--- config.mk ---
export PLATFORM = sky130hd
export DESIGN_NAME = red_pitaya_ps
export DESIGN_NICKNAME = d
export VERILOG_FILES = /design/src/rp_sys_pkg.sv /design/src/rp_axi_pkg.sv /design/src/sys_bus_if.sv /design/src/red_pitaya_ps.sv /design/src/rp_irq_ctrl.sv /design/src/rp_housekeeping.sv /design/src/sys_bus_interconnect.sv /design/src/axi4_slave.sv
export VERILOG_INCLUDE_DIRS = /design/src /design/src/include
export SDC_FILE = /design/constraint.sdc
export NUM_CORES = 1
export LEC_CHECK = 0
export ABC_AREA = 1
export BUFFER_PORTS_ARGS = -buffer_cell sky130_fd_sc_hd__buf_2
export CORE_MARGIN = 10
export CORE_UTILIZATION = 40
export DETAILED_ROUTE_END_ITERATION = 7
export PLACE_DENSITY = 0.58
export SLEW_MARGIN = 20
export SYNTH_ARGS = -nofsm -noshare
export SYNTH_HDL_FRONTEND = slang
export SYNTH_SLANG_ARGS = --single-unit
--- constraint.sdc ---
create_clock -name clk_i -period 8.2 [get_ports clk_i]
set_input_delay 0 -clock clk_i [delete_from_list [all_inputs] [get_ports clk_i]]
set_output_delay 0 -clock clk_i [all_outputs]
set_load 0.03 [all_outputs]
--- src/include/rp_bus_defines.svh ---
// System bus widths, register map and slave address window
// Shared by the AXI bridge, the interconnect and both register blocks
`ifndef RP_BUS_DEFINES_SVH
`define RP_BUS_DEFINES_SVH

// Bus widths
`define SYS_AW 32
`define SYS_DW 32
`define SYS_SW 4          // One strobe per byte

// Peripheral widths
`define LED_W  8
`define GPIO_W 16
`define IRQ_W  13

`define HK_ID 32'h5250_0001  // "RP" plus board revision

// Slave select field, bits above it are ignored
`define SLV_SEL_MSB 23
`define SLV_SEL_LSB 20
`define REG_OW      20    // Offset bits seen by a register block

// Housekeeping offsets
`define HK_OFS_ID       'h00
`define HK_OFS_LED      'h04
`define HK_OFS_GPIO_OUT 'h08
`define HK_OFS_GPIO_TRI 'h0C
`define HK_OFS_GPIO_IN  'h10

// Interrupt controller offsets
`define IRQ_OFS_PEND 'h00
`define IRQ_OFS_MASK 'h04
`define IRQ_OFS_RAW  'h08

`endif
--- src/rp_sys_pkg.sv ---
// System bus side types
// Slave select, register offsets and the byte strobe merge
`default_nettype none
`include "rp_bus_defines.svh"

package rp_sys_pkg;

  typedef enum logic [1:0] {
    SEL_HK   = 2'd0,
    SEL_IRQ  = 2'd1,
    SEL_NONE = 2'd2   // Unmapped slot, error ack
  } sys_slave_e;

  typedef enum logic [`REG_OW-1:0] {
    REG_ID       = `HK_OFS_ID,
    REG_LED      = `HK_OFS_LED,
    REG_GPIO_OUT = `HK_OFS_GPIO_OUT,
    REG_GPIO_TRI = `HK_OFS_GPIO_TRI,
    REG_GPIO_IN  = `HK_OFS_GPIO_IN
  } hk_reg_e;

  typedef enum logic [`REG_OW-1:0] {
    REG_PEND = `IRQ_OFS_PEND,
    REG_MASK = `IRQ_OFS_MASK,
    REG_RAW  = `IRQ_OFS_RAW
  } irq_reg_e;

  // Strobed bytes come from new_val, the rest keep old_val
  function automatic logic [`SYS_DW-1:0] sys_merge(
    input logic [`SYS_DW-1:0] old_val,
    input logic [`SYS_DW-1:0] new_val,
    input logic [`SYS_SW-1:0] sel
  );
    logic [`SYS_DW-1:0] res;
    res = old_val;
    for (int i = 0; i < `SYS_SW; i++) begin
      if (sel[i]) res[i*8 +: 8] = new_val[i*8 +: 8];
    end
    return res;
  endfunction

endpackage

`default_nettype wire

--- src/rp_axi_pkg.sv ---
// AXI side types
// Response codes and the states of the single-beat slave
`default_nettype none

package rp_axi_pkg;

  // Only the two codes the bridge can return
  typedef enum logic [1:0] {
    OKAY   = 2'b00,
    SLVERR = 2'b10
  } axi_resp_e;

  typedef enum logic [2:0] {
    ST_IDLE,     // Waiting for AW+W or AR
    ST_WR_REQ,   // wen pulse
    ST_RD_REQ,   // ren pulse
    ST_WAIT,     // Waiting for ack
    ST_BRESP,    // Write response held
    ST_RRESP     // Read data held
  } axi_slv_state_e;

endpackage

`default_nettype wire

--- src/sys_bus_if.sv ---
// Simple system bus
// One wen or ren pulse per transfer, answered by a single ack
// with err and rdata valid in that cycle
`timescale 1ns/1ps
`default_nettype none
`include "rp_bus_defines.svh"

interface sys_bus_if;

  logic [`SYS_AW-1:0] addr;   // Held until ack
  logic [`SYS_DW-1:0] wdata;
  logic [`SYS_SW-1:0] sel;    // Byte strobes
  logic               wen;    // Write pulse
  logic               ren;    // Read pulse
  logic [`SYS_DW-1:0] rdata;
  logic               ack;
  logic               err;

  // Bus master side
  modport m (
    output addr, wdata, sel, wen, ren,
    input  rdata, ack, err
  );

  // Register block side
  modport s (
    input  addr, wdata, sel, wen, ren,
    output rdata, ack, err
  );

endinterface

`default_nettype wire

--- src/red_pitaya_ps.sv ---
// PS bridge top level
// AXI slave to system bus, interconnect, housekeeping and
// interrupt controller
`timescale 1ns/1ps
`default_nettype none
`include "rp_bus_defines.svh"

module red_pitaya_ps (
  input  logic               clk_i,
  input  logic               rst_n_i,
  // AXI write
  input  logic [`SYS_AW-1:0] awaddr_i,
  input  logic               awvalid_i,
  output logic               awready_o,
  input  logic [`SYS_DW-1:0] wdata_i,
  input  logic [`SYS_SW-1:0] wstrb_i,
  input  logic               wvalid_i,
  output logic               wready_o,
  output logic               bvalid_o,
  output logic [1:0]         bresp_o,
  input  logic               bready_i,
  // AXI read
  input  logic [`SYS_AW-1:0] araddr_i,
  input  logic               arvalid_i,
  output logic               arready_o,
  output logic               rvalid_o,
  output logic [`SYS_DW-1:0] rdata_o,
  output logic [1:0]         rresp_o,
  input  logic               rready_i,
  // Board pins
  output logic [`LED_W-1:0]  led_o,
  input  logic [`GPIO_W-1:0] gpio_i,
  output logic [`GPIO_W-1:0] gpio_o,
  output logic [`GPIO_W-1:0] gpio_t_o,
  input  logic [`IRQ_W-1:0]  irq_i,
  output logic               irq_o
);

sys_bus_if ps_bus  ();  // Slave to interconnect
sys_bus_if hk_bus  ();
sys_bus_if irq_bus ();

axi4_slave axi_slave_i (
  .clk_i     (clk_i),
  .rst_n_i   (rst_n_i),
  .awaddr_i  (awaddr_i),
  .awvalid_i (awvalid_i),
  .awready_o (awready_o),
  .wdata_i   (wdata_i),
  .wstrb_i   (wstrb_i),
  .wvalid_i  (wvalid_i),
  .wready_o  (wready_o),
  .bvalid_o  (bvalid_o),
  .bresp_o   (bresp_o),
  .bready_i  (bready_i),
  .araddr_i  (araddr_i),
  .arvalid_i (arvalid_i),
  .arready_o (arready_o),
  .rvalid_o  (rvalid_o),
  .rdata_o   (rdata_o),
  .rresp_o   (rresp_o),
  .rready_i  (rready_i),
  .bus_o     (ps_bus)
);

sys_bus_interconnect interconnect_i (
  .clk_i     (clk_i),
  .rst_n_i   (rst_n_i),
  .bus_i     (ps_bus),
  .hk_o      (hk_bus),
  .irq_o_bus (irq_bus)
);

rp_housekeeping housekeeping_i (
  .clk_i    (clk_i),
  .rst_n_i  (rst_n_i),
  .bus_i    (hk_bus),
  .led_o    (led_o),
  .gpio_i   (gpio_i),
  .gpio_o   (gpio_o),
  .gpio_t_o (gpio_t_o)
);

rp_irq_ctrl irq_ctrl_i (
  .clk_i   (clk_i),
  .rst_n_i (rst_n_i),
  .bus_i   (irq_bus),
  .irq_i   (irq_i),
  .irq_o   (irq_o)
);

endmodule

`default_nettype wire

--- src/rp_irq_ctrl.sv ---
// Interrupt controller
// Latches rising edges of the interrupt lines, masks them and
// drives one registered interrupt output, write one to clear
`timescale 1ns/1ps
`default_nettype none
`include "rp_bus_defines.svh"

module rp_irq_ctrl
  import rp_sys_pkg::*;
(
  input  logic              clk_i,
  input  logic              rst_n_i,
  sys_bus_if.s              bus_i,
  input  logic [`IRQ_W-1:0] irq_i,
  output logic              irq_o
);

irq_reg_e           ofs;
logic [`SYS_DW-1:0] rd_val;
logic [`SYS_DW-1:0] wr_val;
logic [`SYS_DW-1:0] wr_bits;   // Strobed write data only
logic               rd_ok;
logic [`IRQ_W-1:0]  irq_meta;
logic [`IRQ_W-1:0]  irq_sync;
logic [`IRQ_W-1:0]  irq_last;
logic [`IRQ_W-1:0]  rise;
logic [`IRQ_W-1:0]  clr;
logic [`IRQ_W-1:0]  pend_q;
logic [`IRQ_W-1:0]  mask_q;
logic               irq_q;
logic               ack_q;
logic               err_q;
logic [`SYS_DW-1:0] rdata_q;

assign ofs = irq_reg_e'(bus_i.addr[`REG_OW-1:0]);

always_comb begin
  rd_val = '0;
  rd_ok  = 1'b1;
  case (ofs)
    REG_PEND: rd_val[`IRQ_W-1:0] = pend_q;
    REG_MASK: rd_val[`IRQ_W-1:0] = mask_q;
    REG_RAW:  rd_val[`IRQ_W-1:0] = irq_sync;   // Read only
    default:  rd_ok = 1'b0;
  endcase
end

assign wr_val  = sys_merge(rd_val, bus_i.wdata, bus_i.sel);
assign wr_bits = sys_merge('0, bus_i.wdata, bus_i.sel);

assign rise = irq_sync & ~irq_last;
assign clr  = (bus_i.wen && ofs == REG_PEND) ? wr_bits[`IRQ_W-1:0] : '0;

//////////////////////////////
// Pending, mask and output
//////////////////////////////

always_ff @(posedge clk_i or negedge rst_n_i) begin
  if (!rst_n_i) begin
    irq_meta <= '0;
    irq_sync <= '0;
    irq_last <= '0;
    pend_q   <= '0;
    mask_q   <= '0;
    irq_q    <= 1'b0;
    ack_q    <= 1'b0;
    err_q    <= 1'b0;
  end else begin
    irq_meta <= irq_i;
    irq_sync <= irq_meta;
    irq_last <= irq_sync;
    pend_q   <= (pend_q & ~clr) | rise;   // New edge beats clear
    irq_q    <= |(pend_q & mask_q);
    if (bus_i.wen && ofs == REG_MASK) mask_q <= wr_val[`IRQ_W-1:0];
    ack_q <= bus_i.wen || bus_i.ren;
    // RAW and unknown offsets refuse writes
    err_q <= bus_i.wen ? !(ofs == REG_PEND || ofs == REG_MASK) : !rd_ok;
  end
end

always_ff @(posedge clk_i) begin
  if (bus_i.ren) rdata_q <= rd_val;
end

assign bus_i.ack   = ack_q;
assign bus_i.err   = err_q;
assign bus_i.rdata = rdata_q;
assign irq_o       = irq_q;

endmodule

`default_nettype wire

--- src/rp_housekeeping.sv ---
// Housekeeping register block
// Board ID, LED, GPIO output and tristate registers, plus
// synchronized GPIO inputs
`timescale 1ns/1ps
`default_nettype none
`include "rp_bus_defines.svh"

module rp_housekeeping
  import rp_sys_pkg::*;
(
  input  logic               clk_i,
  input  logic               rst_n_i,
  sys_bus_if.s               bus_i,
  output logic [`LED_W-1:0]  led_o,
  input  logic [`GPIO_W-1:0] gpio_i,
  output logic [`GPIO_W-1:0] gpio_o,
  output logic [`GPIO_W-1:0] gpio_t_o
);

hk_reg_e            ofs;
logic [`SYS_DW-1:0] rd_val;   // Current value at ofs
logic [`SYS_DW-1:0] wr_val;   // Same with strobed bytes replaced
logic               rd_ok;
logic               wr_ok;
logic [`LED_W-1:0]  led_q;
logic [`GPIO_W-1:0] gpio_o_q;
logic [`GPIO_W-1:0] gpio_t_q;
logic [`GPIO_W-1:0] gpio_meta;
logic [`GPIO_W-1:0] gpio_sync;
logic               ack_q;
logic               err_q;
logic [`SYS_DW-1:0] rdata_q;

assign ofs = hk_reg_e'(bus_i.addr[`REG_OW-1:0]);

// Register map, unused bits read zero
always_comb begin
  rd_val = '0;
  rd_ok  = 1'b1;
  wr_ok  = 1'b0;
  case (ofs)
    REG_ID:       rd_val = `HK_ID;                       // Read only
    REG_LED: begin
      rd_val[`LED_W-1:0] = led_q;
      wr_ok = 1'b1;
    end
    REG_GPIO_OUT: begin
      rd_val[`GPIO_W-1:0] = gpio_o_q;
      wr_ok = 1'b1;
    end
    REG_GPIO_TRI: begin
      rd_val[`GPIO_W-1:0] = gpio_t_q;
      wr_ok = 1'b1;
    end
    REG_GPIO_IN:  rd_val[`GPIO_W-1:0] = gpio_sync;       // Read only
    default:      rd_ok = 1'b0;
  endcase
end

assign wr_val = sys_merge(rd_val, bus_i.wdata, bus_i.sel);

//////////////////////////////
// Registers and ack
//////////////////////////////

always_ff @(posedge clk_i or negedge rst_n_i) begin
  if (!rst_n_i) begin
    ack_q    <= 1'b0;
    err_q    <= 1'b0;
    led_q    <= '0;
    gpio_o_q <= '0;
    gpio_t_q <= '1;   // All pins tristated
  end else begin
    ack_q <= bus_i.wen || bus_i.ren;
    err_q <= bus_i.wen ? !wr_ok : !rd_ok;
    if (bus_i.wen && wr_ok) begin
      case (ofs)
        REG_LED:      led_q    <= wr_val[`LED_W-1:0];
        REG_GPIO_OUT: gpio_o_q <= wr_val[`GPIO_W-1:0];
        REG_GPIO_TRI: gpio_t_q <= wr_val[`GPIO_W-1:0];
        default:      ;
      endcase
    end
  end
end

// Two flop input sync and read data
always_ff @(posedge clk_i) begin
  gpio_meta <= gpio_i;
  gpio_sync <= gpio_meta;
  if (bus_i.ren) rdata_q <= rd_val;
end

assign bus_i.ack   = ack_q;
assign bus_i.err   = err_q;
assign bus_i.rdata = rdata_q;

assign led_o    = led_q;
assign gpio_o   = gpio_o_q;
assign gpio_t_o = gpio_t_q;

endmodule

`default_nettype wire

--- src/sys_bus_interconnect.sv ---
// System bus interconnect
// Decodes the slave select field, routes the pulse to one register
// block and muxes its answer back, unmapped slots get an error ack
`timescale 1ns/1ps
`default_nettype none
`include "rp_bus_defines.svh"

module sys_bus_interconnect
  import rp_sys_pkg::*;
(
  input  logic clk_i,
  input  logic rst_n_i,
  sys_bus_if.s bus_i,      // From the AXI slave
  sys_bus_if.m hk_o,       // Housekeeping
  sys_bus_if.m irq_o_bus   // Interrupt controller
);

sys_slave_e         slv;
logic [`SYS_AW-1:0] ofs;
logic               none_ack_q;  // Local ack for unmapped slots
logic               pend_q;      // Request outstanding

// Address held until ack, so decode stays put
always_comb begin
  case (bus_i.addr[`SLV_SEL_MSB:`SLV_SEL_LSB])
    'd0:     slv = SEL_HK;
    'd1:     slv = SEL_IRQ;
    default: slv = SEL_NONE;
  endcase
end

assign ofs = {{(`SYS_AW-`SLV_SEL_LSB){1'b0}}, bus_i.addr[`SLV_SEL_LSB-1:0]};

//////////////////////////////
// Request fan-out
//////////////////////////////

assign hk_o.addr       = ofs;
assign hk_o.wdata      = bus_i.wdata;
assign hk_o.sel        = bus_i.sel;
assign hk_o.wen        = bus_i.wen && (slv == SEL_HK);
assign hk_o.ren        = bus_i.ren && (slv == SEL_HK);

assign irq_o_bus.addr  = ofs;
assign irq_o_bus.wdata = bus_i.wdata;
assign irq_o_bus.sel   = bus_i.sel;
assign irq_o_bus.wen   = bus_i.wen && (slv == SEL_IRQ);
assign irq_o_bus.ren   = bus_i.ren && (slv == SEL_IRQ);

// Answer mux
always_comb begin
  case (slv)
    SEL_HK: begin
      bus_i.rdata = hk_o.rdata;
      bus_i.ack   = hk_o.ack;
      bus_i.err   = hk_o.err;
    end
    SEL_IRQ: begin
      bus_i.rdata = irq_o_bus.rdata;
      bus_i.ack   = irq_o_bus.ack;
      bus_i.err   = irq_o_bus.err;
    end
    default: begin
      bus_i.rdata = '0;
      bus_i.ack   = none_ack_q;
      bus_i.err   = none_ack_q;  // Always an error
    end
  endcase
end

always_ff @(posedge clk_i or negedge rst_n_i) begin
  if (!rst_n_i) begin
    none_ack_q <= 1'b0;
    pend_q     <= 1'b0;
  end else begin
    none_ack_q <= (bus_i.wen || bus_i.ren) && (slv == SEL_NONE);
    pend_q     <= (pend_q && !bus_i.ack) || bus_i.wen || bus_i.ren;
  end
end

// Register blocks answer only what was asked
a_ack_req: assert property (@(posedge clk_i) disable iff (!rst_n_i)
  bus_i.ack |-> pend_q);

endmodule

`default_nettype wire

--- src/axi4_slave.sv ---
// Single-beat AXI4 slave
// Turns each AXI read or write into one system bus transfer,
// one at a time, response held until the host takes it
`timescale 1ns/1ps
`default_nettype none
`include "rp_bus_defines.svh"

module axi4_slave
  import rp_axi_pkg::*;
(
  input  logic               clk_i,
  input  logic               rst_n_i,
  // Write address and data
  input  logic [`SYS_AW-1:0] awaddr_i,
  input  logic               awvalid_i,
  output logic               awready_o,
  input  logic [`SYS_DW-1:0] wdata_i,
  input  logic [`SYS_SW-1:0] wstrb_i,
  input  logic               wvalid_i,
  output logic               wready_o,
  // Write response
  output logic               bvalid_o,
  output logic [1:0]         bresp_o,
  input  logic               bready_i,
  // Read address
  input  logic [`SYS_AW-1:0] araddr_i,
  input  logic               arvalid_i,
  output logic               arready_o,
  // Read data
  output logic               rvalid_o,
  output logic [`SYS_DW-1:0] rdata_o,
  output logic [1:0]         rresp_o,
  input  logic               rready_i,
  // System bus
  sys_bus_if.m               bus_o
);

axi_slv_state_e     state_q, state_d;
logic               is_wr_q;   // Transfer in flight is a write
axi_resp_e          resp_q;
logic [`SYS_AW-1:0] addr_q;
logic [`SYS_DW-1:0] wdata_q;
logic [`SYS_DW-1:0] rdata_q;
logic [`SYS_SW-1:0] sel_q;
logic               rd_hs;
logic               done;      // Ack seen while waiting

//////////////////////////////
// Address handshake
//////////////////////////////

assign awready_o = (state_q == ST_IDLE) && awvalid_i && wvalid_i;
assign wready_o  = awready_o;  // AW and W taken together
assign arready_o = (state_q == ST_IDLE) && !awvalid_i && !wvalid_i;  // Write wins
assign rd_hs     = arready_o && arvalid_i;
assign done      = (state_q == ST_WAIT) && bus_o.ack;

//////////////////////////////
// FSM
//////////////////////////////

always_comb begin
  state_d = state_q;
  case (state_q)
    ST_IDLE: begin
      if (awready_o) state_d = ST_WR_REQ;
      else if (rd_hs) state_d = ST_RD_REQ;
    end
    ST_WR_REQ,
    ST_RD_REQ: state_d = ST_WAIT;  // Pulse lasts one cycle
    ST_WAIT:   if (done) state_d = is_wr_q ? ST_BRESP : ST_RRESP;
    ST_BRESP:  if (bready_i) state_d = ST_IDLE;
    ST_RRESP:  if (rready_i) state_d = ST_IDLE;
    default:   state_d = ST_IDLE;
  endcase
end

always_ff @(posedge clk_i or negedge rst_n_i) begin
  if (!rst_n_i) begin
    state_q <= ST_IDLE;
    is_wr_q <= 1'b0;
    resp_q  <= OKAY;
  end else begin
    state_q <= state_d;
    if (awready_o) is_wr_q <= 1'b1;
    else if (rd_hs) is_wr_q <= 1'b0;
    if (done) resp_q <= bus_o.err ? SLVERR : OKAY;
  end
end

// Request payload, reads strobe all bytes
always_ff @(posedge clk_i) begin
  if (awready_o) begin
    addr_q  <= awaddr_i;
    wdata_q <= wdata_i;
    sel_q   <= wstrb_i;
  end else if (rd_hs) begin
    addr_q  <= araddr_i;
    wdata_q <= '0;
    sel_q   <= '1;
  end
  if (done && !is_wr_q) rdata_q <= bus_o.rdata;
end

//////////////////////////////
// Outputs
//////////////////////////////

assign bus_o.addr  = addr_q;
assign bus_o.wdata = wdata_q;
assign bus_o.sel   = sel_q;
assign bus_o.wen   = (state_q == ST_WR_REQ);
assign bus_o.ren   = (state_q == ST_RD_REQ);

assign bvalid_o = (state_q == ST_BRESP);
assign bresp_o  = resp_q;
assign rvalid_o = (state_q == ST_RRESP);
assign rresp_o  = resp_q;
assign rdata_o  = rdata_q;

// Never a read and a write on the system bus together
a_one_pulse: assert property (@(posedge clk_i) disable iff (!rst_n_i)
  !(bus_o.wen && bus_o.ren));

a_one_resp: assert property (@(posedge clk_i) disable iff (!rst_n_i)
  !(bvalid_o && rvalid_o));

// Back-pressure keeps the response steady
a_b_hold: assert property (@(posedge clk_i) disable iff (!rst_n_i)
  bvalid_o && !bready_i |=> bvalid_o && $stable(bresp_o));

a_r_hold: assert property (@(posedge clk_i) disable iff (!rst_n_i)
  rvalid_o && !rready_i |=> rvalid_o && $stable(rresp_o) && $stable(rdata_o));

endmodule

`default_nettype wire

# Yosys cells after proc, flatten, opt, wreduce, memory -nomap -nowiden
# Cells that the tools add are included.
# word_totals
reg_bits,268
in_bits,136
output_inout_bits,82
word_cells,123
# op_classes
eq_ne,16
muxes,36
bitwise,6
n_reduce_logical,40
# ops
op,n
$pmux 32 s2,1
$mux 24,2
$eq 20x4->1 const B,2
$pmux 8 s5,1
$and 13x13->13,3
$pmux 13 s3,1
$mux 16,2
$mux 8,4
$not 13->13,2
$pmux 8 s3,1
$eq 20x3->1 const B,1
$eq 20x5->1 const B,1
$logic_not 20->1,1
$logic_and 1x1->1,15
$mux 15,1
$mux 3,5
$pmux 3 s5,1
$mux 13,1
$or 13x13->13,1
$reduce_or 13->1,1
$mux 5,2
$mux 1,8
$logic_not 1->1,7
$eq 3x2->1 const B,2
20 further kinds,32

# Depth between registers and ports, before layout
# depth
depth_word,9
ltp_mapped,12

# Cells and area by module
# A second synthesis with hierarchy kept.
# hier_totals
hier_cells,1374
hier_area_um2,13302.8
# by_module_without_submodules
module,n_inst,cells_per_inst,area_per_inst_um2,seq_area_each_um2
axi4_slave,1,336,4073.9,3128.0
rp_housekeeping,1,448,4037.6,2222.1
rp_irq_ctrl,1,321,3457.1,2092.0
sys_bus_interconnect,1,269,1734.2,25.0

# Worst setup path before layout
# Ideal clock, no wire load.
# synth_path
path_kind,register -> register
from,register axi_slave_i.state_q[1]
to,register axi_slave_i.addr_q[0] (netlist: axi_slave_i.bus_o.addr[0]) (enable)
setup_time_ns,0.400
arrival_time_ns,2.457
slack_ns,5.342
stages_incl_launch_ff,6
n_path_buf,0
period_less_slack_ns,2.858
path_cell_list,dfrtp_1 -> nor2_1 -> nand2_1 -> nor3_1 -> nand2_1 -> nand2_1
# synth_between
elab_chain_cells,5
elab_cells_between_ends,7
classes_between,reduce/logical (7)
# synth_lines
item,line,source
from (decl),axi4_slave.sv:38,"axi_slv_state_e state_q, state_d;"
from (signal assigned),axi4_slave.sv:84,state_q <= state_d;
$logic_not 3->1,axi4_slave.sv:54,assign arready_o = (state_q == ST_IDLE) && !awvalid_i && !wvalid_i;
$logic_and 1x1->1 (2 in series),axi4_slave.sv:54,
via arready_o,red_pitaya_ps.sv:25,"output logic arready_o,"
$logic_and 1x1->1,axi4_slave.sv:55,assign rd_hs = arready_o && arvalid_i;
$reduce_bool 2->1 (no source line),n/a,
to (signal assigned),axi4_slave.sv:94,addr_q <= awaddr_i;
to (signal assigned),axi4_slave.sv:98,addr_q <= araddr_i;
to (decl),axi4_slave.sv:41,logic [`SYS_AW-1:0] addr_q;
# The timed path passes the listed nets, and every way through them passes these cells.
# A chain may end at the register's enable or synchronous reset.

# Worst setup path after layout
# layout_path
from,register axi_slave_i.state_q[1]
to,register axi_slave_i.wdata_q[2] (netlist: axi_slave_i.bus_o.wdata[2]) (enable)
# layout_between
elab_chain_cells,5
elab_cells_between_ends,7
classes_between,reduce/logical (7)
# layout_lines
item,line,source
$logic_not 3->1 (*),"axi4_slave.sv:52, axi4_slave.sv:54",
$logic_and 1x1->1 (2 in series),axi4_slave.sv:54,
$logic_and 1x1->1,axi4_slave.sv:55,
$reduce_bool 2->1 (no source line) (*),n/a,
to (signal assigned),axi4_slave.sv:95,wdata_q <= wdata_i;
to (decl),axi4_slave.sv:42,logic [`SYS_DW-1:0] wdata_q;
# Mark *: on every way between the ends. The rest lies on a longest branch, timed or not.

==> run_results.csv <==
group,metric,value,unit
floorplan,die_y,176.7,um
clocking,clkLatencyLatePin,0.52,ns
synth,synth_cells,980,
clocking,ctsHoldBuffers,100,
sta,hold_viol,0,
floorplan,boundaryPins,218,
grt,grt_overflow,0,
clocking,h-tree-depth,1,
setup_path,startpoint_type,"flop",
setup_path,slowest_stage,"nand2_2",
drt,drt_iter0_drc,548,
drt,dr.pass1.iters,5,
synth,ys_warn_count,0,
sta,max_freq,283.4,MHz
run,max_cap_viol_count,0,
final_layout,nets,1374,
floorplan,die_w,176.7,um
sta,finalClockSkew,0.01096,ns
sta,hold_ws,0.07046,ns
sta,setup_tns,0,ns
place,dpl_worst_slack,4.667,ns
clocking,cts_sinks,237,
setup_path,critPathArrivalTime,3.66,ns
clocking,postCtsSetupBuffers,0,
drt,drtAntennaViolNets,0,
drt,drcViolationCount,0,
grt,grt_start_max_net_pins,71,
power,totalPowerFinal,2.875,mW
clocking,path_clk_slew,0.06,ns
setup_path,path_cells,"nor2_1, nand2_1, nor3_4, inv_2, nand2_2",
clocking,cts_tree,"yes",
power,ir_drop,0.0001799,V
floorplan,initial_core_util,0.4052,
setup_path,crit_buf_inv,1,
clocking,cts_resized,0,
drt,num_vias,7692,
sta,period_minus_slack,3.528,ns
sta,slew-limit-headroom,0.2733,
setup_path,criticalPathCategory,"reg2reg",
sta,layout_setup_ws,4.672,ns
sta,worst_pin_slew,1.086,ns
synth,ys_types,37,
grt,track_usage,0.1731,
sta,period_share,0.4302,
sta,slew_violations,0,
setup_path,critPathMaxStageDelay,0.99,ns
hold_path,holdCritPathClass,"in2async",
power,pwr_density_cell,227.0,nW/um^2
power,leakage,5.852,nW
floorplan,core_area,24250,um^2
drt,routed_via_density,4.868,
grt,grt_pass1_vias,7835,
setup_path,required,8.33,ns
grt,antenna_found_initial,0,
final_layout,drive_gt1_frac,0.2150,
final_layout,antenna_cells,0,
final_layout,layout.cells.non_filler,1580,
synth,synth_area,9826,um^2
place,dpl_cell_area,10830,um^2
place,gp_congestion,0.8380,
clocking,clock-root-buffer,"clkbuf_16",
clocking,cts_buffers,25,
final_layout,areaGrowthSynthToFinish,28.93,%
place,port_buffers,170,
place,dp.cells,1435,
drt,wl,27370,um
sta,setup_violations,0,
setup_path,cpLargestDelayFamily,"simple AND/OR/NAND/NOR gates",
setup_path,crit_path_end_kind,"flop",
synth,synth_top_area_frac,0.2720,
floorplan,die_area,31230,um^2
synth,synth_area_leaders,"edfxtp_1, dfrtp_1, nand2_1, dfxtp_1, dfstp_2",
sta,rsz0062_at_grt,"no",
synth,synth-seq-area-share,0.6347,
clocking,cts_buffer_depth,3,
final_layout,finish.instance_area,12670,um^2
synth,avgSynthCellArea,10.03,um^2
synth,yosys.area.top_type,"edfxtp_1",
grt,grt_pass1_wl,43080,um
final_layout,final_util,0.5224,
place,dp_hpwl,18560,um
setup_path,cp_max_fo,46,
synth,ys_ff_latch,237,
floorplan,row_count,57,
drt,wire_per_inst,17.32,um
run_status,outcome,"finished clean",
[worst paths after layout]
check | from | endpoint | slack (ns) | cells past startpoint
worst max-delay path | axi_slave_i.state_q[1]$_DFFE_PN0P_ | axi_slave_i.bus_o.wdata[2]$_SDFFCE_PN0P_ | 4.67 | 5
worst min-delay path | rst_n_i | irq_ctrl_i.mask_q[10]$_DFFE_PN0P_ | 0.07 | 2
worst max register to register | axi_slave_i.state_q[1]$_DFFE_PN0P_ | axi_slave_i.bus_o.wdata[2]$_SDFFCE_PN0P_ | 4.67 | 5
worst min register to register | housekeeping_i.gpio_meta[6]$_DFF_P_ | housekeeping_i.gpio_sync[6]$_DFF_P_ | 0.32 | 0
max in group asynchronous | rst_n_i | housekeeping_i.led_o[3]$_DFFE_PN0P_ | 6.79 | 3
min in group clk_i | wvalid_i | axi_slave_i.state_q[0]$_DFFE_PN0P_ | 0.09 | 6
[state kept, by name, summed over array words and instances, names as in the netlist, 16 cells and up]
| signal | count |
|---|---|
| housekeeping_i.gpio_sync | 16 |
| housekeeping_i.gpio_o | 16 |
| housekeeping_i.bus_i.rdata | 17 |
| axi_slave_i.bus_o.addr | 24 |
| axi_slave_i.bus_o.wdata | 16 |
| axi_slave_i.rdata_o | 17 |
| housekeeping_i.gpio_t_o | 16 |
| housekeeping_i.gpio_meta | 16 |
[layout by cell type (no fill, tap or decap), types with 3 or more instances in the layout]
cell and count:
nand2_1 298, buf_2 169, dfrtp_1 100, dlygate4sd3_1 100
edfxtp_1 89, inv_1 84, nor2_1 60, o21ai_0 47
nand4_1 40, dfxtp_1 32, nand3_1 30, clkbuf_16 26
a21oi_1 25, a22o_1 16, dfstp_2 16, o211ai_1 14
conb_1 13, nand3_2 10, clkbuf_8 9, inv_2 7
clkbuf_1 7, o2111ai_1 6, nor3b_1 6, nor3_1 5
or2_2 5, a31oi_1 5, nand2_2 4, nor2_4 4
nor2_2 4, o21ai_1 4, buf_4 4, nor2_8 3
a221oi_1 3
[Yosys cell counts]
library cell,count
nor2_4,4
nand3_2,10
nor2_1,60
clkbuf_1,15
nand2_4,2
inv_2,7
or2_2,5
nor3b_1,6
buf_4,22
buf_2,9
nor3_2,3
a21oi_1,25
nand2_1,299
a22oi_1,1
edfxtp_1,89
nand4_1,40
mux2i_1,1
a22o_1,16
buf_6,5
dfrtp_1,100
inv_4,1
nand3_1,30
o21ai_0,47
nor2_8,3
a221oi_1,3
nor2_2,4
dfxtp_1,32
o211ai_1,14
o2111ai_1,6
nor3_1,5
conb_1,1
inv_1,84
buf_1,3
dfstp_2,16
nand2_2,3
a31oi_1,5
o21ai_1,4
[worst reg2reg max path: stages (launching register included)]
cell     delay (ns)
dfrtp_1        0.42
nor2_1         0.14
nand2_1        0.14
nor3_4         0.80
inv_2          0.63
nand2_2        0.99
[logic make-up after synthesis]
| logic type | synth area share |
|---|---|
| AOI/OAI and AO/OA | 0.07564 |
| buffers and inverters | 0.06940 |
| DFF | 0.6347 |
| muxes | 0.001019 |
| other | 0.0003817 |
| and+or+nand+nor | 0.2189 |
[metal layers]
metal | share of wire | track usage | vias to the layer above
met2 | 0.47 | 0.2789 | 255
li1 | - | - | 3755
met3 | 0.074 | 0.04331 | 37
met5 | 0 | 0 | -
met4 | 0.020 | 0.05114 | 0
met1 | 0.43 | 0.2261 | 3645
[power by group]
| part | total [mW] | switching, mW | internal (mW) |
|---|---|---|---|
| Sequential | 1.37 | 0.0396 | 1.33 |
| Clock | 1.13 | 0.442 | 0.692 |
| Combinational | 0.372 | 0.237 | 0.134 |
[final cells by class]
type | count | area (um^2)
multi-input combinational | 609 | 2962
fill | 2217 | 11580
clock inverter | 3 | 40.04
tap | 324 | 405.4
sequential | 237 | 6236
clock buffer | 42 | 800.8
inverter | 92 | 347.8
timing repair buffer | 273 | 1877
No activity file was read; power rests on OpenSTA's default activity.
